## src/hdl/dcache_cfg_pkg.sv

```systemverilog
//////////////////////////////////////////////////
// dcache configuration
// geometry of the L1 data cache memory core and
// the vector types derived from it
//////////////////////////////////////////////////

package dcache_cfg_pkg;

  // geometry
  localparam int unsigned NumWays    = 2;
  localparam int unsigned NumSets    = 16;
  localparam int unsigned NumBanks   = 4;
  localparam int unsigned NumRdPorts = 2;
  localparam int unsigned WordBytes  = 4;
  localparam int unsigned TagWidth   = 8;

  // derived widths
  localparam int unsigned WordWidth    = WordBytes * 8;
  localparam int unsigned LineWidth    = NumBanks * WordWidth;
  localparam int unsigned IdxWidth     = $clog2(NumSets);
  localparam int unsigned OffWidth     = $clog2(NumBanks);
  localparam int unsigned PortIdxWidth = $clog2(NumRdPorts);

  typedef logic [TagWidth-1:0]     tag_t;
  typedef logic [IdxWidth-1:0]     idx_t;
  // word offset, equal to the bank number
  typedef logic [OffWidth-1:0]     off_t;
  typedef logic [WordWidth-1:0]    word_t;
  typedef logic [WordBytes-1:0]    be_t;
  typedef logic [NumWays-1:0]      way_vec_t;
  typedef logic [LineWidth-1:0]    line_t;
  typedef logic [NumRdPorts-1:0]   port_vec_t;
  typedef logic [PortIdxWidth-1:0] port_idx_t;

endpackage

```

## src/hdl/dcache_if_pkg.sv

```systemverilog
//////////////////////////////////////////////////
// dcache interface types
// request, fill, word write and lookup command
// bundles exchanged inside the memory core
//////////////////////////////////////////////////

package dcache_if_pkg;

  import dcache_cfg_pkg::*;

  // one read port, tag follows a cycle later
  typedef struct packed {
    logic req;
    logic prio;
    idx_t idx;
    off_t off;
  } rd_req_t;

  // full line fill with tag and valid bits
  typedef struct packed {
    logic     vld;
    way_vec_t way_we;
    way_vec_t vld_bits;
    tag_t     tag;
    idx_t     idx;
    line_t    data;
  } fill_t;

  // single word write, req selects the ways
  typedef struct packed {
    way_vec_t req;
    idx_t     idx;
    off_t     off;
    word_t    data;
    be_t      be;
  } word_wr_t;

  // granted lookup from the arbiter
  typedef struct packed {
    logic      lookup;
    port_idx_t port;
    idx_t      idx;
    off_t      off;
  } lookup_cmd_t;

endpackage

```

## src/hdl/dcache_readout.sv

```systemverilog
//////////////////////////////////////////////////
// dcache readout
// picks the word of the lowest hitting way from
// the bank of the looked up offset
//////////////////////////////////////////////////

module dcache_readout
  import dcache_cfg_pkg::*;
  import dcache_if_pkg::*;
(
  input  logic                              clk_i,
  input  logic                              rst_ni,
  input  lookup_cmd_t                       cmd_i,
  input  way_vec_t                          hit_i,
  input  word_t [NumBanks-1:0][NumWays-1:0] bank_rdata_i,
  output word_t                             rd_data_o
);

  off_t                 off_q;
  word_t [NumWays-1:0]  way_data;

  always_ff @(posedge clk_i or negedge rst_ni) begin : p_off
    if (!rst_ni) begin
      off_q <= '0;
    end else if (cmd_i.lookup) begin
      off_q <= cmd_i.off;
    end
  end

  assign way_data = bank_rdata_i[off_q];

  // walk down so the lowest hitting way wins, zero on a miss
  always_comb begin : p_sel
    rd_data_o = '0;
    for (int w = NumWays - 1; w >= 0; w--) begin
      if (hit_i[w]) begin
        rd_data_o = way_data[w];
      end
    end
  end

endmodule

```

## config.mk

```make
export PLATFORM = sky130hd
export DESIGN_NAME = dcache_readout
export DESIGN_NICKNAME = d
export VERILOG_FILES = /design/src/hdl/dcache_cfg_pkg.sv /design/src/hdl/dcache_if_pkg.sv /design/src/hdl/dcache_readout.sv
export SDC_FILE = /design/constraint.sdc
export NUM_CORES = 1
export LEC_CHECK = 0
export BUFFER_PORTS_ARGS = -buffer_cell sky130_fd_sc_hd__buf_4
export CAP_MARGIN = 30
export CORE_AREA = 2 2 116 118
export CTS_BUF_LIST = sky130_fd_sc_hd__clkbuf_4 sky130_fd_sc_hd__clkbuf_8 sky130_fd_sc_hd__clkbuf_16
export CTS_CLUSTER_DIAMETER = 30
export CTS_CLUSTER_SIZE = 16
export DETAILED_ROUTE_END_ITERATION = 10
export DIE_AREA = 0 0 118 120
export RECOVER_POWER = 100
export SLEW_MARGIN = 0
export SYNTH_ARGS = -nofsm -noshare
export SYNTH_HDL_FRONTEND = slang
export SYNTH_SLANG_ARGS = --single-unit
export TNS_END_PERCENT = 1
```

## constraint.sdc

```tcl
create_clock -name clk_i -period 1.85 [get_ports clk_i]
set_clock_uncertainty 0.2 [all_clocks]
set_input_delay 0 -clock clk_i [delete_from_list [all_inputs] [get_ports clk_i]]
set_output_delay 0 -clock clk_i [all_outputs]
set_load 0.005 [all_outputs]
```

==> results_dict.tcl <==
set metrics [dict create \
    final_cell_area_um2 4970 \
    globalplace.congestion 0.847 \
    max_stage_delay_ps 520 \
    fin_util 0.383 \
    synth_compound_area_frac 0.265 \
    worstPathRequired_ps 1650 \
    reg2reg_from "off_q[1]" \
    outcome "complete, but fails checks" \
    reg2reg_setup_slack_ps -20 \
    clock_tree.root_cell "clkbuf_16" \
    io_buffers 294 \
    area_delta_synth_final_pct 135 \
    violations "negative setup slack" \
    drt_iter0_markers 101 \
    max_slew_margin 0.853 \
    most-common-layout-cells "buf_4, mux2i_1, o22a_1, o221ai_1, buf_6" \
    netlist_area_um2 2110 \
    via_count 3218 \
    die_x_um 118 \
    dpl_cell_area_um2 4600 \
    drive_gt1_frac 0.637 \
    fmax_mhz 530 \
    start_kind "register" \
    min-delay-start "bank_rdata_i[158]" \
    end_kind "primary output" \
    fin_ws_ps -36.1 \
    cts.sinks 2 \
    rows 42 \
    synth_mux_area_frac 0.617 \
    cts.clk_slew.worst_paths_ps 30 \
    swShare 0.313 \
    ys_seq_area_frac 0.0237 \
    synth_simple_gate_area_frac 0.0124 \
    wire_per_inst_um 15.7 \
    drt-vias-per-instance 4.53 \
    grt-ovfl-total 0 \
    coreArea_um2 13000 \
    peakVddDrop_v 0.000344 \
    ys_ff_latch 2 \
    ios 300 \
    p_int_uw 1280 \
    grt_pass1_wl_mm 16.4 \
    hold-path-cell-count 4 \
    hpwlAfterDp_mm 9.29 \
    insertion_delay_ps 220 \
    drc_errors 0 \
    num-nets-final 804 \
    cts_buffer_depth 2 \
    critPathBufInv 3 \
    rsz0062_at_grt "true" \
    crit_fanout 13 \
    n_antenna_cell 0 \
    hold_viol 0 \
    top_register "off_q" \
    setup_violations 19 \
    synth_top_family_by_area "multiplexers" \
    totalWireLength_mm 11.1 \
    hold-path-endpoint "rd_data_o[30]" \
    reg2regPathDepth 3 \
    start_util 0.163 \
    synth_cell_type_count 15 \
    antenna_found_initial 0 \
    grt_max_degree 29 \
    ys_warn_count 0 \
    cts_inserted_buffers 3 \
    p_leak_uw 0.00259 \
    syn_avg_cell_area_um2 9.27 \
    final_common_cell "buf_4" \
    largest_reg_flops 2 \
    crit_chain "buf_12 > buf_12 > mux2i_1 > o22a_1 > o221ai_1 > buf_4" \
    min_path_type "primary input to primary output" \
    finalMaxSlewViolations 0 \
    cp_slowest_cell "dfrtp_4" \
    synth.net_count 496 \
    seqPwrFrac 0.031 \
    cp.arrival_ps 1690 \
    largestRegisters "off_q x2" \
    first_pass_iters 4 \
    worst_pin_slew_ps 214 \
    p_per_area_nw_per_um2 376 \
    grt_pass1_vias 3412 \
    fin_crit_ps 1890 \
    cts_tree "done" \
    synth_xor_area_frac 0 \
    clockPowerShare 0.187 \
    r2r-end "off_q[1]" \
    critPathKind "register to primary output" \
    final.period_utilization 1.02 \
    die_area_um2 14200 \
    htree_levels 1 \
    synthCells 228 \
    p_switching_uw 585 \
    power_frac_comb 0.781 \
    track_usage 0.139 \
    drtAntennaViolNets 0 \
    drv_cap 0 \
    crit_start "off_q[1]" \
    synthAdderAreaFrac 0 \
    die_h_um 120 \
    crit_family "flip-flops" \
    crit_top_cell "buf_12" \
]
## tightest hold or removal path, cell delays in order
cell and delay (ps):
buf_4 70, mux2i_1 50, o221ai_1 150, buf_4 110
## metal layers
layer | vias up | share of wire | track usage
met2 | 168 | 0.55 | 0.279
li1 | 1568 | - | -
met1 | 1472 | 0.37 | 0.151
met4 | 0 | 0.0089 | 0.0241
met3 | 10 | 0.074 | 0.0266
met5 | - | 0 | 0
## cell type report
type	count	area [um^2]
Tap cell	176	220
Fill cell	1331	8010
Multi-Input combinational cell	198	1940
Clock buffer	4	82.6
Sequential cell	2	53.8
Timing Repair Buffer	331	2670
## power by group through the flow
| stage | combinational (uW) | sequential [uW] | clock, uW |
|---|---|---|---|
| global route | 1560 | 59.9 | 359 |
| CTS | 1380 | 56.2 | 356 |
| floorplan | 600 | 50.9 | 0 |
| finish | 1460 | 58.7 | 349 |
| global placement | 1310 | 56.0 | 0 |
| detailed placement | 1330 | 56.5 | 0 |
## synth_stat cells
cell | instances | area share
mux2i_1 | 128 | 0.61
o221ai_1 | 32 | 0.13
o22a_1 | 32 | 0.13
buf_2 | 12 | 0.028
clkbuf_1 | 9 | 0.016
buf_4 | 3 | 0.011
buf_8 | 3 | 0.021
dfrtp_1 | 2 | 0.024
buf_6 | 1 | 0.0053
mux2_1 | 1 | 0.0053
mux2_2 | 1 | 0.0053
nand2_1 | 1 | 0.0018
nand2b_1 | 1 | 0.0030
nand3b_1 | 1 | 0.0036
or3b_1 | 1 | 0.0041
## metrics by stage
step                      hold WS (ps)  TNS (ps)  std cells  setup slack (ps)  power (uW)
final                              192      -293        711             -36.1        1870
after detailed placement          -414         0        695               154        1390
after floorplan                   -496         0        228               356         651
after global routing               213     -2030        711             -91.6        1980
after CTS                          193      -597        705             -55.5        1790
after global placement            -416         0        695               164        1370
## worst max path at each step
stage,end,slack (ps),depth (start not counted)
6_report,rd_data_o[19],-40,6
5_1_grt,rd_data_o[9],-90,6
4_1_cts,rd_data_o[31],-60,5
3_5_place_dp,rd_data_o[31],150,5
3_3_place_gp,rd_data_o[31],160,5
2_1_floorplan,rd_data_o[10],360,5
## logic make-up after synthesis
group,after synthesis
and+or+nand+nor,4
buffers and inverters,28
AOI/OAI and AO/OA,64
muxes,130
DFF,2
## what timing repair did
action,4_1_cts,5_1_grt
setup endpoints to repair,32,33
gates cloned,0,2
gates resized for setup,16,13
setup buffers,0,4
endpoints found under the hold margin,4,0
hold buffers,6,0
pin swaps,1,6
No activity file was read; power rests on OpenSTA's default activity.
