==> config.mk <==
export PLATFORM = sky130hd
export DESIGN_NAME = dcache_tag_lookup
export DESIGN_NICKNAME = d
export VERILOG_FILES = /design/src/hdl/dcache_cfg_pkg.sv /design/src/hdl/dcache_if_pkg.sv /design/src/hdl/dcache_tag_lookup.sv
export SDC_FILE = /design/constraint.sdc
export NUM_CORES = 1
export LEC_CHECK = 0
export ABC_CLOCK_PERIOD_IN_PS = 2000
export CAP_MARGIN = 15
export CORE_MARGIN = 2
export CORE_UTILIZATION = 30
export CTS_CLUSTER_DIAMETER = 150
export DETAILED_ROUTE_END_ITERATION = 8
export DONT_BUFFER_PORTS = 1
export GPL_TIMING_DRIVEN = 1
export SYNTH_ARGS = -nofsm -noshare
export SYNTH_HDL_FRONTEND = slang
export SYNTH_SLANG_ARGS = --single-unit
==> constraint.sdc <==
create_clock -name clk_i -period 2 [get_ports clk_i]
set_input_delay 0.2 -clock clk_i [delete_from_list [all_inputs] [get_ports clk_i]]
set_output_delay 0.2 -clock clk_i [all_outputs]
set_load 0.03 [all_outputs]
==> src/hdl/dcache_cfg_pkg.sv <==
//////////////////////////////////////////////////
// dcache configuration
// geometry of the L1 data cache memory core and
// the vector types derived from it
//////////////////////////////////////////////////

package dcache_cfg_pkg;

  // geometry
  localparam int unsigned NumWays    = 2;
  localparam int unsigned NumSets    = 16;
  localparam int unsigned NumBanks   = 4;
  localparam int unsigned NumRdPorts = 2;
  localparam int unsigned WordBytes  = 4;
  localparam int unsigned TagWidth   = 8;

  // derived widths
  localparam int unsigned WordWidth    = WordBytes * 8;
  localparam int unsigned LineWidth    = NumBanks * WordWidth;
  localparam int unsigned IdxWidth     = $clog2(NumSets);
  localparam int unsigned OffWidth     = $clog2(NumBanks);
  localparam int unsigned PortIdxWidth = $clog2(NumRdPorts);

  typedef logic [TagWidth-1:0]     tag_t;
  typedef logic [IdxWidth-1:0]     idx_t;
  // word offset, equal to the bank number
  typedef logic [OffWidth-1:0]     off_t;
  typedef logic [WordWidth-1:0]    word_t;
  typedef logic [WordBytes-1:0]    be_t;
  typedef logic [NumWays-1:0]      way_vec_t;
  typedef logic [LineWidth-1:0]    line_t;
  typedef logic [NumRdPorts-1:0]   port_vec_t;
  typedef logic [PortIdxWidth-1:0] port_idx_t;

endpackage

==> src/hdl/dcache_if_pkg.sv <==
//////////////////////////////////////////////////
// dcache interface types
// request, fill, word write and lookup command
// bundles exchanged inside the memory core
//////////////////////////////////////////////////

package dcache_if_pkg;

  import dcache_cfg_pkg::*;

  // one read port, tag follows a cycle later
  typedef struct packed {
    logic req;
    logic prio;
    idx_t idx;
    off_t off;
  } rd_req_t;

  // full line fill with tag and valid bits
  typedef struct packed {
    logic     vld;
    way_vec_t way_we;
    way_vec_t vld_bits;
    tag_t     tag;
    idx_t     idx;
    line_t    data;
  } fill_t;

  // single word write, req selects the ways
  typedef struct packed {
    way_vec_t req;
    idx_t     idx;
    off_t     off;
    word_t    data;
    be_t      be;
  } word_wr_t;

  // granted lookup from the arbiter
  typedef struct packed {
    logic      lookup;
    port_idx_t port;
    idx_t      idx;
    off_t      off;
  } lookup_cmd_t;

endpackage

==> src/hdl/dcache_tag_lookup.sv <==
//////////////////////////////////////////////////
// dcache tag lookup
// per-way tag array and valid flops, compares the
// late tag against the set read a cycle earlier
//////////////////////////////////////////////////

module dcache_tag_lookup
  import dcache_cfg_pkg::*;
  import dcache_if_pkg::*;
(
  input  logic                  clk_i,
  input  logic                  rst_ni,
  input  lookup_cmd_t           cmd_i,
  input  fill_t                 fill_i,
  input  tag_t [NumRdPorts-1:0] rd_tag_i,
  output way_vec_t              hit_o,
  output way_vec_t              vld_bits_o
);

  way_vec_t [NumSets-1:0] vld_q;
  way_vec_t               vld_rd_q;
  logic                   cmp_en_q;
  port_idx_t              port_q;
  tag_t                   rd_tag;

  // valid bits live in flops so the cache starts empty
  always_ff @(posedge clk_i or negedge rst_ni) begin : p_vld
    if (!rst_ni) begin
      vld_q <= '0;
    end else if (fill_i.vld) begin
      for (int w = 0; w < NumWays; w++) begin
        if (fill_i.way_we[w]) begin
          vld_q[fill_i.idx][w] <= fill_i.vld_bits[w];
        end
      end
    end
  end

  // lookup state for the compare cycle
  always_ff @(posedge clk_i or negedge rst_ni) begin : p_cmp
    if (!rst_ni) begin
      cmp_en_q <= 1'b0;
      port_q   <= '0;
      vld_rd_q <= '0;
    end else begin
      cmp_en_q <= cmd_i.lookup;
      vld_rd_q <= cmd_i.lookup ? vld_q[cmd_i.idx] : '0;
      if (cmd_i.lookup) begin
        port_q <= cmd_i.port;
      end
    end
  end

  // tag arrives one cycle after the request
  assign rd_tag     = rd_tag_i[port_q];
  assign vld_bits_o = vld_rd_q;

  for (genvar w = 0; w < NumWays; w++) begin : gen_way
    tag_t tag_mem [NumSets];
    tag_t tag_rd_q;

    always_ff @(posedge clk_i) begin : p_tag_mem
      if (fill_i.vld && fill_i.way_we[w]) begin
        tag_mem[fill_i.idx] <= fill_i.tag;
      end
      if (cmd_i.lookup) begin
        tag_rd_q <= tag_mem[cmd_i.idx];
      end
    end

    assign hit_o[w] = cmp_en_q & vld_rd_q[w] & (tag_rd_q == rd_tag);
  end

endmodule

==> impl_metrics.toml <==
[worst_setup_path]
arrival_ns = 2.00
crit_required_ns = 1.80
cp-start-kind = "flip-flop"
end_kind = "output pin"
worst-setup-path-type = "flip-flop to output pin"
crit_path_max_fanout = 5
reg2reg_setup_slack_ns = 0.28

[status]
status = "complete, but fails checks"
violations = "negative setup slack"

[power_and_ir_drop]
power_density_mw_per_mm2 = 961.0
power.total_mw = 13.98
peakVddDrop_uv = 698.7
p_leak_nw = 4.907

[die]
fp.dieH_um = 205.7
rows = 73
dieArea_mm2 = 0.04231
start_util = 0.3058
ios = 175
core_area_mm2 = 0.03991
die_w_um = 205.7

[timing]
fin_ws_ns = -0.1959
maxSlewViolCount = 0
worstMarginPinSlew_ns = 1.037
finalSetupViolCount = 2
post-route-period-util = 1.098
max-slew-margin-rel = 0.3073
hold_viol = 0
clock_skew_ns = 0.008948
fmax_mhz = 455.4
min_period_ns = 2.196
rsz0062_at_grt = "true"

[cells_and_area]
diodes = 0
final_common_cell = "edfxtp_1"
layout_common_cells = "edfxtp_1, mux4_2, buf_4"
final_area_mm2 = 0.01455
syn_to_final_growth_pct = 19.23
layout-drive-gt1-share = 0.2841
final_nets = 850
fin_cells = 1229

[drt]
met2WireLength_um = 13040
drc = 0
via_per_inst = 4.822
avgRoutedWirePerCell_um = 21.82
routed_wl_um = 26820
wl_met1_um = 11690
drt_iter0_markers = 574
ant_nets = 0
dr_wl_met3_um = 1678
via_count = 5926
drt-pass1-iter-count = 5
top_layer = "met5"

[global_routing]
antenna_found_initial = 2
grt_max_degree = 78
grt_pass1_vias = 6035
grt_first_pass_wirelength_um = 39290
gr-usage-all-layers = 0.1276
grt_overflow_total = 0

[hold_path]
hp-class = "primary input to flip-flop"

[clock_network]
clockBufferDepth = 3
worstSkewPairLatency_ns = 0.56
h-tree-depth = 1
clk_pin_slew_worst_paths_ns = 0.06
cts.sinks = 308
numCtsBuffers = 31
cts_tree = "done"
cts-root-buf = "clkbuf_16"

[yosys]
synth.distinct_cells = 25
syn_nets = 772
synth_cells = 601
synth-seq-cells = 308
syn_area_mm2 = 0.01220
yosysWarnings = 0
synth_area_per_cell_um2 = 20.31
ys_seq_area_frac = 0.7431

[placed_design]
placed_area_mm2 = 0.01303
hpwl_um = 16110
routabilityCongestion = 0.7244
placed_cells = 1143
io_buffers = 0

[run]
cap_violations = 0
-- state kept, by name, summed over array words and instances (netlist names) --
name	cells
port_q	1
vld_bits_o	2
vld_q	32
gen_way.tag_rd_q	16
cmp_en_q	1
gen_way.tag_mem	256
-- stage by stage --
| step | TNS, ns | setup WS (ns) | hold WS (ns) | util |
|---|---|---|---|---|
| 3_5_place_dp | 0 | 0.1150 | -0.09173 | 0.3264 |
| 2_1_floorplan | 0 | 0.02722 | -0.09559 | - |
| 4_1_cts | -0.4435 | -0.2321 | 0.01492 | 0.3642 |
| 5_1_grt | -0.5501 | -0.2867 | 0.02488 | 0.3646 |
| 3_3_place_gp | 0 | 0.1255 | -0.09103 | 0.3264 |
| 6_report | -0.3680 | -0.1959 | 0.05273 | 0.3646 |
-- cell families (layout without fill, tap and decap cells) --
| family | Yosys count | after routing | share of synthesized area |
|---|---|---|---|
| AO/OA/AOI/OAI | 36 | 36 | 0.02184 |
| XOR/XNOR | 16 | 16 | 0.01148 |
| AND/OR/NAND/NOR | 91 | 91 | 0.03353 |
| flip-flops | 308 | 308 | 0.7431 |
| multiplexers | 118 | 118 | 0.1738 |
| buffers and inverters | 32 | 135 | 0.01630 |
-- worst max-delay path: stages, from the launching register on --
cell	delay, ns
dfrtp_2	0.39
buf_12	0.15
mux2i_4	0.26
xor2_1	0.17
nand3_1	0.11
nor3_2	0.18
buf_4	0.18
-- cell type report --
class,instances,area (um2)
multi-input cells,261,3047
clock buffers,43,850.8
well taps,525,656.9
repair buffers,77,752.0
flip-flops and latches,308,9070
fillers,3616,25360
clock inverters,15,175.2
-- power breakdown --
part / switching [mW] / leakage (nW) / total, mW / internal [mW]
combinational: 0.416 / 1.48 / 0.872 / 0.456
clock: 2.30 / 0.499 / 5.77 / 3.47
sequential: 0.102 / 2.92 / 7.34 / 7.24
total: 2.82 / 4.91 / 14.0 / 11.2
-- repair_timing --
action | CTS | global route
resized for setup | 22 | 3
pin swaps | 9 | 3
setup endpoints to repair | 2 | 3
endpoints found under the hold margin | 344 | 0
hold buffers | 26 | 0
setup buffers | 2 | 0
-- worst paths after layout --
| kind | end | cells past startpoint | start |
|---|---|---|---|
| setup / recovery | hit_o[0] | 6 | port_q |
| hold / removal | vld_bits_o[1] | 2 | cmd_i[2] |
| setup reg to reg | gen_way[1].tag_rd_q[3] | 3 | gen_way[1].tag_mem[1][3] |
| hold reg to reg | vld_q[9] | 1 | vld_q[9] |
| max in group asynchronous | port_q | 2 | rst_ni |
| min in group asynchronous | vld_q[14] | 2 | rst_ni |
-- per-layer routing --
layer	vias to the layer above	track usage
li1	2622	-
met1	3111	0.1771
met2	163	0.2098
met3	28	0.02170
met4	2	0.02980
met5	-	0
-- cell usage after synthesis (all sizes together) --
cell	number	area share
nand3	13	0.0053
nand4	7	0.0036
nor3	2	0.00082
mux4	67	0.13
a22oi	33	0.020
edfxtp	272	0.67
mux2	33	0.030
nor2	36	0.011
and2	1	0.00051
xor2	16	0.011
o21ai	2	0.00082
nand3b	1	0.00062
nand2	21	0.0065
o2111ai	1	0.00072
clkbuf	10	0.0031
or2	1	0.00051
mux2i	18	0.015
dfrtp	36	0.074
nand2b	2	0.0010
buf	22	0.013
nor2b	7	0.0036
No activity file was read; power rests on OpenSTA's default activity.
