File: src/hdl/dcache_cfg_pkg.sv
//////////////////////////////////////////////////
// dcache configuration
// geometry of the L1 data cache memory core and
// the vector types derived from it
//////////////////////////////////////////////////

package dcache_cfg_pkg;

  // geometry
  localparam int unsigned NumWays    = 2;
  localparam int unsigned NumSets    = 16;
  localparam int unsigned NumBanks   = 4;
  localparam int unsigned NumRdPorts = 2;
  localparam int unsigned WordBytes  = 4;
  localparam int unsigned TagWidth   = 8;

  // derived widths
  localparam int unsigned WordWidth    = WordBytes * 8;
  localparam int unsigned LineWidth    = NumBanks * WordWidth;
  localparam int unsigned IdxWidth     = $clog2(NumSets);
  localparam int unsigned OffWidth     = $clog2(NumBanks);
  localparam int unsigned PortIdxWidth = $clog2(NumRdPorts);

  typedef logic [TagWidth-1:0]     tag_t;
  typedef logic [IdxWidth-1:0]     idx_t;
  // word offset, equal to the bank number
  typedef logic [OffWidth-1:0]     off_t;
  typedef logic [WordWidth-1:0]    word_t;
  typedef logic [WordBytes-1:0]    be_t;
  typedef logic [NumWays-1:0]      way_vec_t;
  typedef logic [LineWidth-1:0]    line_t;
  typedef logic [NumRdPorts-1:0]   port_vec_t;
  typedef logic [PortIdxWidth-1:0] port_idx_t;

endpackage

File: src/hdl/dcache_if_pkg.sv
//////////////////////////////////////////////////
// dcache interface types
// request, fill, word write and lookup command
// bundles exchanged inside the memory core
//////////////////////////////////////////////////

package dcache_if_pkg;

  import dcache_cfg_pkg::*;

  // one read port, tag follows a cycle later
  typedef struct packed {
    logic req;
    logic prio;
    idx_t idx;
    off_t off;
  } rd_req_t;

  // full line fill with tag and valid bits
  typedef struct packed {
    logic     vld;
    way_vec_t way_we;
    way_vec_t vld_bits;
    tag_t     tag;
    idx_t     idx;
    line_t    data;
  } fill_t;

  // single word write, req selects the ways
  typedef struct packed {
    way_vec_t req;
    idx_t     idx;
    off_t     off;
    word_t    data;
    be_t      be;
  } word_wr_t;

  // granted lookup from the arbiter
  typedef struct packed {
    logic      lookup;
    port_idx_t port;
    idx_t      idx;
    off_t      off;
  } lookup_cmd_t;

endpackage

File: src/hdl/dcache_port_arbiter.sv
//////////////////////////////////////////////////
// dcache port arbiter
// priority then round-robin read arbitration,
// fill blocking and word write bank collisions
//////////////////////////////////////////////////

module dcache_port_arbiter
  import dcache_cfg_pkg::*;
  import dcache_if_pkg::*;
(
  input  logic                     clk_i,
  input  logic                     rst_ni,
  input  rd_req_t [NumRdPorts-1:0] rd_req_i,
  input  fill_t                    fill_i,
  input  word_wr_t                 word_wr_i,
  output port_vec_t                rd_ack_o,
  output logic                     wr_ack_o,
  output lookup_cmd_t              cmd_o,
  output logic [NumBanks-1:0]      bank_req_o,
  output logic [NumBanks-1:0]      bank_we_o,
  output idx_t [NumBanks-1:0]      bank_idx_o
);

  port_vec_t req, prio_req, req_masked;
  port_idx_t rr_q, gnt_idx;
  logic      rd_gnt;
  off_t      rd_off;

  //////////////////////////////////////////////////
  // read arbitration
  //////////////////////////////////////////////////

  always_comb begin : p_req
    for (int p = 0; p < NumRdPorts; p++) begin
      req[p]      = rd_req_i[p].req;
      prio_req[p] = rd_req_i[p].req & rd_req_i[p].prio;
    end
  end

  // any high prio request masks the low prio ones
  assign req_masked = (|prio_req) ? prio_req : req;

  // first requester at or after the pointer
  always_comb begin : p_rr
    port_idx_t cand;
    logic      found;
    gnt_idx = rr_q;
    found   = 1'b0;
    for (int i = 0; i < NumRdPorts; i++) begin
      cand = port_idx_t'((int'(rr_q) + i) % NumRdPorts);
      if (!found && req_masked[cand]) begin
        gnt_idx = cand;
        found   = 1'b1;
      end
    end
  end

  assign rd_gnt = (|req_masked) & ~fill_i.vld;
  assign rd_off = rd_req_i[gnt_idx].off;

  always_comb begin : p_ack
    for (int p = 0; p < NumRdPorts; p++) begin
      rd_ack_o[p] = rd_gnt & (gnt_idx == port_idx_t'(p));
    end
  end

  always_ff @(posedge clk_i or negedge rst_ni) begin : p_rr_ptr
    if (!rst_ni) begin
      rr_q <= '0;
    end else if (rd_gnt) begin
      rr_q <= port_idx_t'((int'(gnt_idx) + 1) % NumRdPorts);
    end
  end

  assign cmd_o.lookup = rd_gnt;
  assign cmd_o.port   = gnt_idx;
  assign cmd_o.idx    = rd_req_i[gnt_idx].idx;
  assign cmd_o.off    = rd_off;

  //////////////////////////////////////////////////
  // bank requests
  //////////////////////////////////////////////////

  // word write loses only against a read of the same bank
  assign wr_ack_o = (|word_wr_i.req) & ~fill_i.vld &
                    ~(rd_gnt & (rd_off == word_wr_i.off));

  always_comb begin : p_bank
    bank_req_o = '0;
    bank_we_o  = '0;
    bank_idx_o = {NumBanks{word_wr_i.idx}};
    if (fill_i.vld) begin
      bank_req_o = '1;
      bank_we_o  = '1;
      bank_idx_o = {NumBanks{fill_i.idx}};
    end else begin
      if (rd_gnt) begin
        bank_req_o[rd_off] = 1'b1;
        bank_idx_o[rd_off] = cmd_o.idx;
      end
      if (wr_ack_o) begin
        bank_req_o[word_wr_i.off] = 1'b1;
        bank_we_o[word_wr_i.off]  = 1'b1;
      end
    end
  end

endmodule

File: config.mk
export PLATFORM = sky130hd
export DESIGN_NAME = dcache_port_arbiter
export DESIGN_NICKNAME = d
export VERILOG_FILES = /design/src/hdl/dcache_cfg_pkg.sv /design/src/hdl/dcache_if_pkg.sv /design/src/hdl/dcache_port_arbiter.sv
export SDC_FILE = /design/constraint.sdc
export NUM_CORES = 1
export LEC_CHECK = 0
export ABC_CLOCK_PERIOD_IN_PS = 1400
export BUFFER_PORTS_ARGS = -buffer_cell sky130_fd_sc_hd__buf_2
export CORE_AREA = 2 2 95 97
export DETAILED_ROUTE_END_ITERATION = 6
export DIE_AREA = 0 0 97 99
export PLACE_DENSITY_LB_ADDON = 0.05
export SLEW_MARGIN = 40
export SYNTH_ARGS = -nofsm -noshare
export SYNTH_HDL_FRONTEND = slang
export SYNTH_SLANG_ARGS = --single-unit
File: constraint.sdc
create_clock -name clk_i -period 1.4 [get_ports clk_i]
set_input_delay 0.14 -clock clk_i [delete_from_list [all_inputs] [get_ports clk_i]]
set_output_delay 0.14 -clock clk_i [all_outputs]
set_load 0.05 [all_outputs]
==> results.md <==
- Outcome: finished with violations
- Failing checks: negative setup slack
- Lkg Pwr: 1.304 nW
- Top Metal Used: met3
- Dominant synthesized flop cell: dfrtp_1
- First-pass GRT wire length: 10200 um
- Kind of critical path: flip-flop to output port
- Seq pwr share: 0.025
- Clock latency on the worst-skew pair: 0 ns
- Sequential element share of the synthesized area: 0.02548
- WP data arrival: 1.79 ns
- Placed Cells: 378
- Reg area: 26.28 um2
- Post-DP HPWL: 4991 um
- Peak VDD IR: 0.2371 mV
- ANT cells: 0
- Worst-Margin Slew: 0.7732 ns
- Max-slew violation count: 0
- WL met1: 2918 um
- CP endpoint kind: output port
- Die height: 99 um
- CP startpoint: rr_q$_DFFE_PN0P_
- DIE AREA: 0.009603 mm2
- Int Pwr: 833.0 uW
- Initial Util: 0.1149
- Syn avg cell area: 6.216 um2
- Gr ovfl total: 0
- Reg with most FFs: rr_q
- Vias in the first global route: 1864
- R2R depth: 8
- Post-DR wirelength/cell: 16.73 um
- Async SR Flop Fraction: 1.000
- Clk slew on worst S/H paths: 0 ns
- Synthesized area: 982.2 um2
- Crit Reg-Reg Endpoint: rr_q$_DFFE_PN0P_
- Die width: 97 um
- Largest register FFs: 1
- Worst setup margin: -0.5303 ns
- Final clock skew: 0 ns
- FMAX: 518.1 MHz
- Drt initial violations: 22
- Routed wl met3: 244 um
- Cell count after synthesis: 158
- Critical Path RT: 1.26 ns
- Max-cap violation count: 0
- Area grow syn2layout: 228.9%
- Area after DPL: 0.002424 mm2
- Detail Route met2 WL: 3396 um
- Commonest non-fill, non-tap cells in the layout: buf_4 (55), buf_6 (40), buf_2 (31), nor2_1 (25), a221oi_4 (16)
- Slew HR: 0.4835
- Yosys warns: 0
- Port Buffers: 65
- I/O pins: 242
- FF+latch count, synth: 1
- Post-route ant nets: 0
- Total GRT Usage: 0.1294
- Netlist cell types: 33
- Switching share of power: 0.5557
- Final wirelength: 6559 um
- Largest net degree at the start of global routing: 17
- Biggest regs: rr_q (1)
- Clock share of power: 0
- Placer congestion estimate: 0.7393
- Final cell count without fillers: 392
- Gate power share: 0.975
- Multi-input logic area: 0.001758 mm2
- P_sw: 1.042 mW
- Worst-path maximum fanout: 7
- Synthesized net count: 365
- DRT Pass-1 Iters: 4
- Min Hold Slack: 0.4546 ns
- CP endpoint: bank_idx_o[11]
- Final setup violation count: 35
- Post-route DRC violation count: 0
- # fillers: 886
- Cell Rows: 34
- Layout cells sized above 1: 0.8028
- Vias per inst: 4.531
- Finished layout cell area: 0.003231 mm2
- Fin nets: 493
- Initial antenna violation count: 0
- DR vias: 1776
- Core box area: 0.008551 mm2
- Hold crit path type: input pin to async pin
- Setup TNS: -15.54 ns
- Worst R2R Setup Slack: -0.34 ns
- Design Power: 1.875 mW
- RR Startpoint: rr_q$_DFFE_PN0P_
- P per Cell Area: 580.4 mW/mm2
- Final min period: 1.930 ns
- Hold Violations, Final: 0
- CP Launch Type: flip-flop
- Period utilization: 1.379
- RSZ-0062 raised after global routing: true
- Leading cell type in the layout, fill and taps excluded: buf_4
- Number of synthesized flops with an enable pin: 0
critical path: stages, from the launching register on:
cell and delay [ns]:
dfrtp_2 0.44, nand2_4 0.11, a2bb2oi_4 0.28, nand2_4 0.12, clkbuf_16 0.19, o31ai_4 0.24
buf_4 0.15, a221oi_4 0.05, buf_6 0.20
kinds of logic (layout without fill, tap and decap cells):
kind of cell	after synthesis	in the layout	share of synthesized area
and+or+nand+nor	65	65	0.3108
AOI/OAI and AO/OA	68	68	0.5146
muxes	4	4	0.04586
buffers and inverters	18	144	0.08535
DFF	1	1	0.02547
xor gates and xnor gates	2	2	0.01784
per-stage QoR:
| stage | util | setup slack [ns] |
|---|---|---|
| floorplan | - | -0.6257 |
| finish | 0.3778 | -0.5303 |
| detailed placement | 0.2834 | -0.7679 |
| CTS | 0.3518 | -0.5275 |
| global placement | 0.2834 | -0.7521 |
| global route | 0.3778 | -0.5948 |
timing repair:
action | in CTS | in global routing
gates resized for setup | 132 | 32
setup endpoints to repair | 35 | 35
pin swaps | 13 | 17
hold buffers | 1 | 0
gates cloned | 0 | 1
setup buffers | 10 | 4
endpoints found under the hold margin | 1 | 0
power groups by stage:
stage | Combinational, mW | Clock, mW | Sequential [mW]
2_1_floorplan | 0.933 | 0 | 0.0446
3_3_place_gp | 1.40 | 0 | 0.0453
3_5_place_dp | 1.39 | 0 | 0.0455
4_1_cts | 1.72 | 0 | 0.0489
5_1_grt | 1.92 | 0 | 0.0476
6_report | 1.83 | 0 | 0.0464
routing by layer:
layer  GRT usage  up-vias
li1            -      876
met1      0.1785      858
met3     0.01206        0
met2      0.2334       42
met5           0        -
met4           0        0
synth_stat cells, types with 2 or more instances:
cell type	instances	share of area
nor2_1	29	0.11
o21ai_0	17	0.087
a221oi_1	16	0.14
o31ai_1	12	0.092
nor3_1	10	0.051
nand2_1	8	0.031
buf_2	7	0.036
clkbuf_1	7	0.027
nand2b_1	6	0.038
nor2b_1	5	0.032
a21o_1	4	0.031
o41ai_1	4	0.036
a21oi_1	3	0.015
mux2_1	3	0.034
buf_4	2	0.015
inv_1	2	0.0076
nand2_2	2	0.013
nand3b_1	2	0.015
o21ai_1	2	0.010
o21ai_2	2	0.018
o22ai_1	2	0.013
xnor2_1	2	0.018
cell type report:
type | count | area share
sequential | 1 | 0.008133
tap | 108 | 0.04183
multi-input combinational | 139 | 0.5442
timing repair buffer | 142 | 0.4036
inverter | 2 | 0.002324
worst min path at each step:
stage               slack (ns)  cells past startpoint               end
global placement         -0.08                      1  rr_q$_DFFE_PN0P_
detailed placement       -0.08                      1  rr_q$_DFFE_PN0P_
floorplan                -0.16                      0  rr_q$_DFFE_PN0P_
finish                    0.45                      2  rr_q$_DFFE_PN0P_
CTS                       0.47                      2  rr_q$_DFFE_PN0P_
global route              0.49                      2  rr_q$_DFFE_PN0P_
No activity file was read; power rests on OpenSTA's default activity.
