--- src/hdl/dcache_cfg_pkg.sv ---
//////////////////////////////////////////////////
// dcache configuration
// geometry of the L1 data cache memory core and
// the vector types derived from it
//////////////////////////////////////////////////

package dcache_cfg_pkg;

  // geometry
  localparam int unsigned NumWays    = 2;
  localparam int unsigned NumSets    = 16;
  localparam int unsigned NumBanks   = 4;
  localparam int unsigned NumRdPorts = 2;
  localparam int unsigned WordBytes  = 4;
  localparam int unsigned TagWidth   = 8;

  // derived widths
  localparam int unsigned WordWidth    = WordBytes * 8;
  localparam int unsigned LineWidth    = NumBanks * WordWidth;
  localparam int unsigned IdxWidth     = $clog2(NumSets);
  localparam int unsigned OffWidth     = $clog2(NumBanks);
  localparam int unsigned PortIdxWidth = $clog2(NumRdPorts);

  typedef logic [TagWidth-1:0]     tag_t;
  typedef logic [IdxWidth-1:0]     idx_t;
  // word offset, equal to the bank number
  typedef logic [OffWidth-1:0]     off_t;
  typedef logic [WordWidth-1:0]    word_t;
  typedef logic [WordBytes-1:0]    be_t;
  typedef logic [NumWays-1:0]      way_vec_t;
  typedef logic [LineWidth-1:0]    line_t;
  typedef logic [NumRdPorts-1:0]   port_vec_t;
  typedef logic [PortIdxWidth-1:0] port_idx_t;

endpackage

--- src/hdl/dcache_if_pkg.sv ---
//////////////////////////////////////////////////
// dcache interface types
// request, fill, word write and lookup command
// bundles exchanged inside the memory core
//////////////////////////////////////////////////

package dcache_if_pkg;

  import dcache_cfg_pkg::*;

  // one read port, tag follows a cycle later
  typedef struct packed {
    logic req;
    logic prio;
    idx_t idx;
    off_t off;
  } rd_req_t;

  // full line fill with tag and valid bits
  typedef struct packed {
    logic     vld;
    way_vec_t way_we;
    way_vec_t vld_bits;
    tag_t     tag;
    idx_t     idx;
    line_t    data;
  } fill_t;

  // single word write, req selects the ways
  typedef struct packed {
    way_vec_t req;
    idx_t     idx;
    off_t     off;
    word_t    data;
    be_t      be;
  } word_wr_t;

  // granted lookup from the arbiter
  typedef struct packed {
    logic      lookup;
    port_idx_t port;
    idx_t      idx;
    off_t      off;
  } lookup_cmd_t;

endpackage

--- src/hdl/dcache_data_banks.sv ---
//////////////////////////////////////////////////
// dcache data banks
// one word bank per line offset, each holding all
// ways, with byte writes and synchronous read
//////////////////////////////////////////////////

module dcache_data_banks
  import dcache_cfg_pkg::*;
  import dcache_if_pkg::*;
(
  input  logic                                clk_i,
  input  logic                                rst_ni,
  input  logic [NumBanks-1:0]                 bank_req_i,
  input  logic [NumBanks-1:0]                 bank_we_i,
  input  idx_t [NumBanks-1:0]                 bank_idx_i,
  input  fill_t                               fill_i,
  input  word_wr_t                            word_wr_i,
  output word_t [NumBanks-1:0][NumWays-1:0]   bank_rdata_o
);

  // bank b holds word b of every line
  for (genvar b = 0; b < NumBanks; b++) begin : gen_bank
    for (genvar w = 0; w < NumWays; w++) begin : gen_way
      word_t mem_q [NumSets];
      word_t wdata;
      word_t rdata_q;
      be_t   wbe;

      // fills write whole words, word writes use their byte enables
      always_comb begin : p_wsel
        if (fill_i.vld) begin
          wdata = fill_i.data[b*WordWidth +: WordWidth];
          wbe   = {WordBytes{fill_i.way_we[w]}};
        end else begin
          wdata = word_wr_i.data;
          wbe   = word_wr_i.req[w] ? word_wr_i.be : '0;
        end
      end

      always_ff @(posedge clk_i) begin : p_write
        if (bank_req_i[b] && bank_we_i[b]) begin
          for (int k = 0; k < WordBytes; k++) begin
            if (wbe[k]) begin
              mem_q[bank_idx_i[b]][8*k +: 8] <= wdata[8*k +: 8];
            end
          end
        end
      end

      always_ff @(posedge clk_i or negedge rst_ni) begin : p_read
        if (!rst_ni) begin
          rdata_q <= '0;
        end else if (bank_req_i[b] && !bank_we_i[b]) begin
          rdata_q <= mem_q[bank_idx_i[b]];
        end
      end

      assign bank_rdata_o[b][w] = rdata_q;
    end
  end

endmodule

--- config.mk ---
export PLATFORM = sky130hd
export DESIGN_NAME = dcache_data_banks
export DESIGN_NICKNAME = d
export VERILOG_FILES = /design/src/hdl/dcache_cfg_pkg.sv /design/src/hdl/dcache_if_pkg.sv /design/src/hdl/dcache_data_banks.sv
export SDC_FILE = /design/constraint.sdc
export NUM_CORES = 2
export LEC_CHECK = 0
export BUFFER_PORTS_ARGS = -buffer_cell sky130_fd_sc_hd__buf_2
export CELL_PAD_IN_SITES_DETAIL_PLACEMENT = 1
export CELL_PAD_IN_SITES_GLOBAL_PLACEMENT = 2
export CORE_ASPECT_RATIO = 2
export CORE_MARGIN = 2
export CORE_UTILIZATION = 43
export DETAILED_ROUTE_END_ITERATION = 7
export PLACE_DENSITY_LB_ADDON = 0.1
export SETUP_SLACK_MARGIN = 0.15
export SLEW_MARGIN = 10
export SYNTH_ARGS = -nofsm -noshare
export SYNTH_HDL_FRONTEND = slang
export SYNTH_SLANG_ARGS = --single-unit
--- constraint.sdc ---
create_clock -name clk_i -period 1.1 [get_ports clk_i]
set_input_delay 0.22 -clock clk_i [delete_from_list [all_inputs] [get_ports clk_i]]
set_output_delay 0.22 -clock clk_i [all_outputs]
set_load 0.1 [all_outputs]
==> results.json <==
{
  "cts_tree": "yes",
  "fin_util": 0.548,
  "fin_setup_tns_ns": -316.59,
  "place_ws_ns": -1.19,
  "muxShareOfSynthArea": 0.125,
  "io_buffers": 450,
  "clk-insertion-delay-late_ns": 0.96,
  "core_um2": 391000,
  "synth.net_count": 9799,
  "required_ns": 0.88,
  "synth-adder-area-share": 0,
  "crit_chain": "buf_12, buf_12",
  "crit_top_cell": "buf_12",
  "boundaryPins": 471,
  "crit_path_end_kind": "primary output",
  "routed_wl_um": 559000,
  "grt-ovfl-total": 0,
  "yosysTopAreaCellShare": 0.730,
  "yosys.area_share.simple": 0.0396,
  "route.detailed.drc": 0,
  "r2r_setup_slack_ns": -0.39,
  "cts.clk_slew.worst_paths_ns": 0.06,
  "drive_gt1_frac": 0.299,
  "slew_viol_final": 0,
  "setup_viol": 704,
  "synth-async-reset-ratio": 0.0588,
  "grt_pass1_wl_um": 783000,
  "min_to": "gen_bank[3].gen_way[0].rdata_q[28]",
  "violations": "negative hold slack, negative setup slack",
  "grt_pass1_vias": 105346,
  "powerDensity_nw_per_um2": 1750,
  "ant_nets": 0,
  "area_delta_synth_final_pct": 27.0,
  "whs_path_depth": 5,
  "maxCapViolCount": 0,
  "avgSynthCellArea_um2": 17.6,
  "synthXorXnorAreaFrac": 0,
  "p_sw_frac": 0.252,
  "rows": 325,
  "p_int_w": 0.280,
  "rsz0062_at_grt": "true",
  "holdWs_ns": -0.116,
  "power.switching_w": 0.0943,
  "first_pass_iters": 7,
  "dp.final_hpwl_um": 404000,
  "ys_types": 26,
  "finalCriticalPeriod_ns": 1.95,
  "synth_top_area_cell": "edfxtp_1",
  "synth_top_family_by_area": "multiplexers",
  "cts_buffers": 386,
  "num-fill-cells": 35214,
  "max_slew_margin": 0.256,
  "hold_viol": 19,
  "gp_congestion": 0.850,
  "min_path_type": "input port to register",
  "viasPerCell": 5.60,
  "die_w_um": 447,
  "start_kind": "register",
  "initial_core_util": 0.431,
  "grt_start_max_net_pins": 56,
  "max_freq_mhz": 513,
  "p_seq_frac": 0.502,
  "slowest_stage": "dfrtp_2",
  "cts.path.max_buffers": 4,
  "hold_start": "bank_we_i[3]",
  "arrival_ns": 1.73,
  "synth_compound_area_frac": 0.0470,
  "timing.rr.start": "gen_bank[0].gen_way[0].mem_q[10][30]",
  "synth-main-ff-cell": "edfxtp_1",
  "fin_crit_sh": 1.77,
  "critPathMaxStageDelay_ns": 0.45,
  "vias": 96806,
  "dieArea_um2": 397000,
  "ys_warn_count": 0,
  "vdd_drop_max_mv": 1.57,
  "wl_per_cell_um": 32.3,
  "cts-htree-levels": 5,
  "critPathMaxFanout": 2,
  "synth_edf_count": 4096,
  "finalNetCount": 11959,
  "dieHeight_um": 889,
  "fin_ws_ns": -0.849,
  "fin_skew_ns": 0.0360,
  "drt_iter0_markers": 6519,
  "clock-sinks": 4352,
  "r2r_cells": 4,
  "cts_root_buffer": "clkbuf_16",
  "synthCells": 9584,
  "antenna_found_initial": 25,
  "path_buf_inv": 2,
  "p_leak_nw": 75.2,
  "combPwrFrac": 0.128,
  "ys_seq_area_frac": 0.768,
  "outcome": "complete, but fails checks",
  "critPathTopFamily": "flip-flops",
  "clkPwrFrac": 0.370,
  "crit_type": "register to primary output",
  "worstReg2RegEnd": "gen_bank[0].gen_way[0].rdata_q[30]",
  "synth_area_leaders": "edfxtp_1 73%, mux2i_1 9.1%, dfrtp_1 3.8%, mux4_2 3.4%, nor2_1 2.3%",
  "netlist_area_um2": 169000,
  "ys_ff_latch": 4352,
  "worst_pin_slew_ns": 1.12,
  "grt_usage": 0.280
}
## metrics by stage
step | cell area, um^2 | hold slack [ns] | instances | power (W)
after detailed placement | 197000 | 0.0918 | 16361 | 0.237
final | 214000 | -0.116 | 17301 | 0.374
after floorplan | 170000 | -0.0756 | 9584 | 0.212
after global routing | 214000 | -0.142 | 17298 | 0.384
after global placement | 197000 | 0.0921 | 16361 | 0.237
after CTS | 213000 | -0.211 | 17260 | 0.376
## worst min-delay path: cells and delay by family
| family | cells | cell delay [ns] |
|---|---|---|
| AOI/OAI and AO/OA | 1 | 0.14 |
| and+or+nand+nor | 1 | 0.05 |
| buffers and inverters | 3 | 0.35 |
## routing by layer
layer | up-vias | global-route usage | routed length (um)
li1 | 42097 | - | -
met1 | 51238 | 0.302 | 194000
met2 | 2503 | 0.533 | 309000
met3 | 960 | 0.0389 | 25500
met4 | 8 | 0.127 | 29700
met5 | - | 0 | 56
## logic make-up after synthesis
| family | Yosys count |
|---|---|
| multiplexers | 1792 |
| flip-flops | 4352 |
| AO/OA/AOI/OAI | 1192 |
| AND/OR/NAND/NOR | 1670 |
| buffers and inverters | 578 |
## worst max-delay path by stage
stage / startpoint / to / slack (ns) / cells after the start
finish: gen_bank[3].gen_way[0].rdata_q[8] / bank_rdata_o[200] / -0.85 / 2
global route: gen_bank[3].gen_way[0].rdata_q[8] / bank_rdata_o[200] / -0.88 / 2
CTS: gen_bank[3].gen_way[0].rdata_q[8] / bank_rdata_o[200] / -0.94 / 2
detailed placement: bank_idx_i[15] / gen_bank[3].gen_way[1].rdata_q[30] / -1.19 / 7
global placement: bank_idx_i[15] / gen_bank[3].gen_way[1].rdata_q[30] / -1.22 / 7
floorplan: bank_idx_i[3] / gen_bank[0].gen_way[0].mem_q[10][0] / -0.82 / 6
## power groups by stage
stage	Sequential [W]	Clock, W	Combinational (W)
after floorplan	0.200	0	0.0122
after global placement	0.191	0	0.0455
after detailed placement	0.191	0	0.0461
after CTS	0.188	0.141	0.0477
after global routing	0.188	0.146	0.0494
final	0.188	0.138	0.0477
## area by class of cell
cell class	instances	area [um^2]	share of cell area
Antenna cell	5	12.5	0.0000584
Clock buffer	502	10500	0.0491
Clock inverter	206	2190	0.0102
Multi-Input combinational cell	4654	38200	0.178
Sequential cell	4352	130000	0.605
Tap cell	5232	6550	0.0306
Timing Repair Buffer	2350	27100	0.126
## flip-flops by register name (all words and copies together), names as in the netlist
signal	count
gen_bank.gen_way.rdata_q	256
gen_bank.gen_way.mem_q	4096
## cells in the final DEF, fill, tap and decap left out, types with 37 or more instances in the layout
master,n
dlygate4sd3_1,158
buf_12,736
mux2i_1,1518
o21ai_1,44
buf_6,44
nor2_4,68
clkbuf_16,393
nand3_1,69
nand2_1,412
clkinv_2,74
a2bb2oi_2,57
a221oi_2,45
a31oi_1,254
bufinv_16,42
edfxtp_1,4096
mux4_2,256
o22ai_1,509
a2bb2oi_1,37
o21ai_2,102
buf_2,176
dfrtp_2,144
nand3_2,38
clkinv_1,49
dfrtp_1,112
a221oi_1,113
nor2_1,931
buf_4,1221
clkbuf_1,82
## repair_timing
action | in CTS | in global routing
hold buffers | 159 | 4
resized for setup | 480 | 104
endpoints found under the hold margin | 4425 | 49
pin swaps | 197 | 13
setup endpoints to repair | 881 | 3327
buffers inserted | 32 | 33
## cell usage after synthesis (22+ instances only)
cell / n
o22ai_1: 512
a31oi_1: 256
buf_4: 86
clkbuf_1: 230
a221oi_1: 160
buf_6: 99
nand2_1: 432
a2bb2oi_1: 96
o21ai_0: 23
nor2_1: 1032
mux4_2: 256
nand3_1: 116
nor2b_1: 22
edfxtp_1: 4096
buf_2: 144
dfrtp_1: 256
o21ai_1: 137
mux2i_1: 1536
nand2b_1: 32
(Power assumes the default switching activity.)
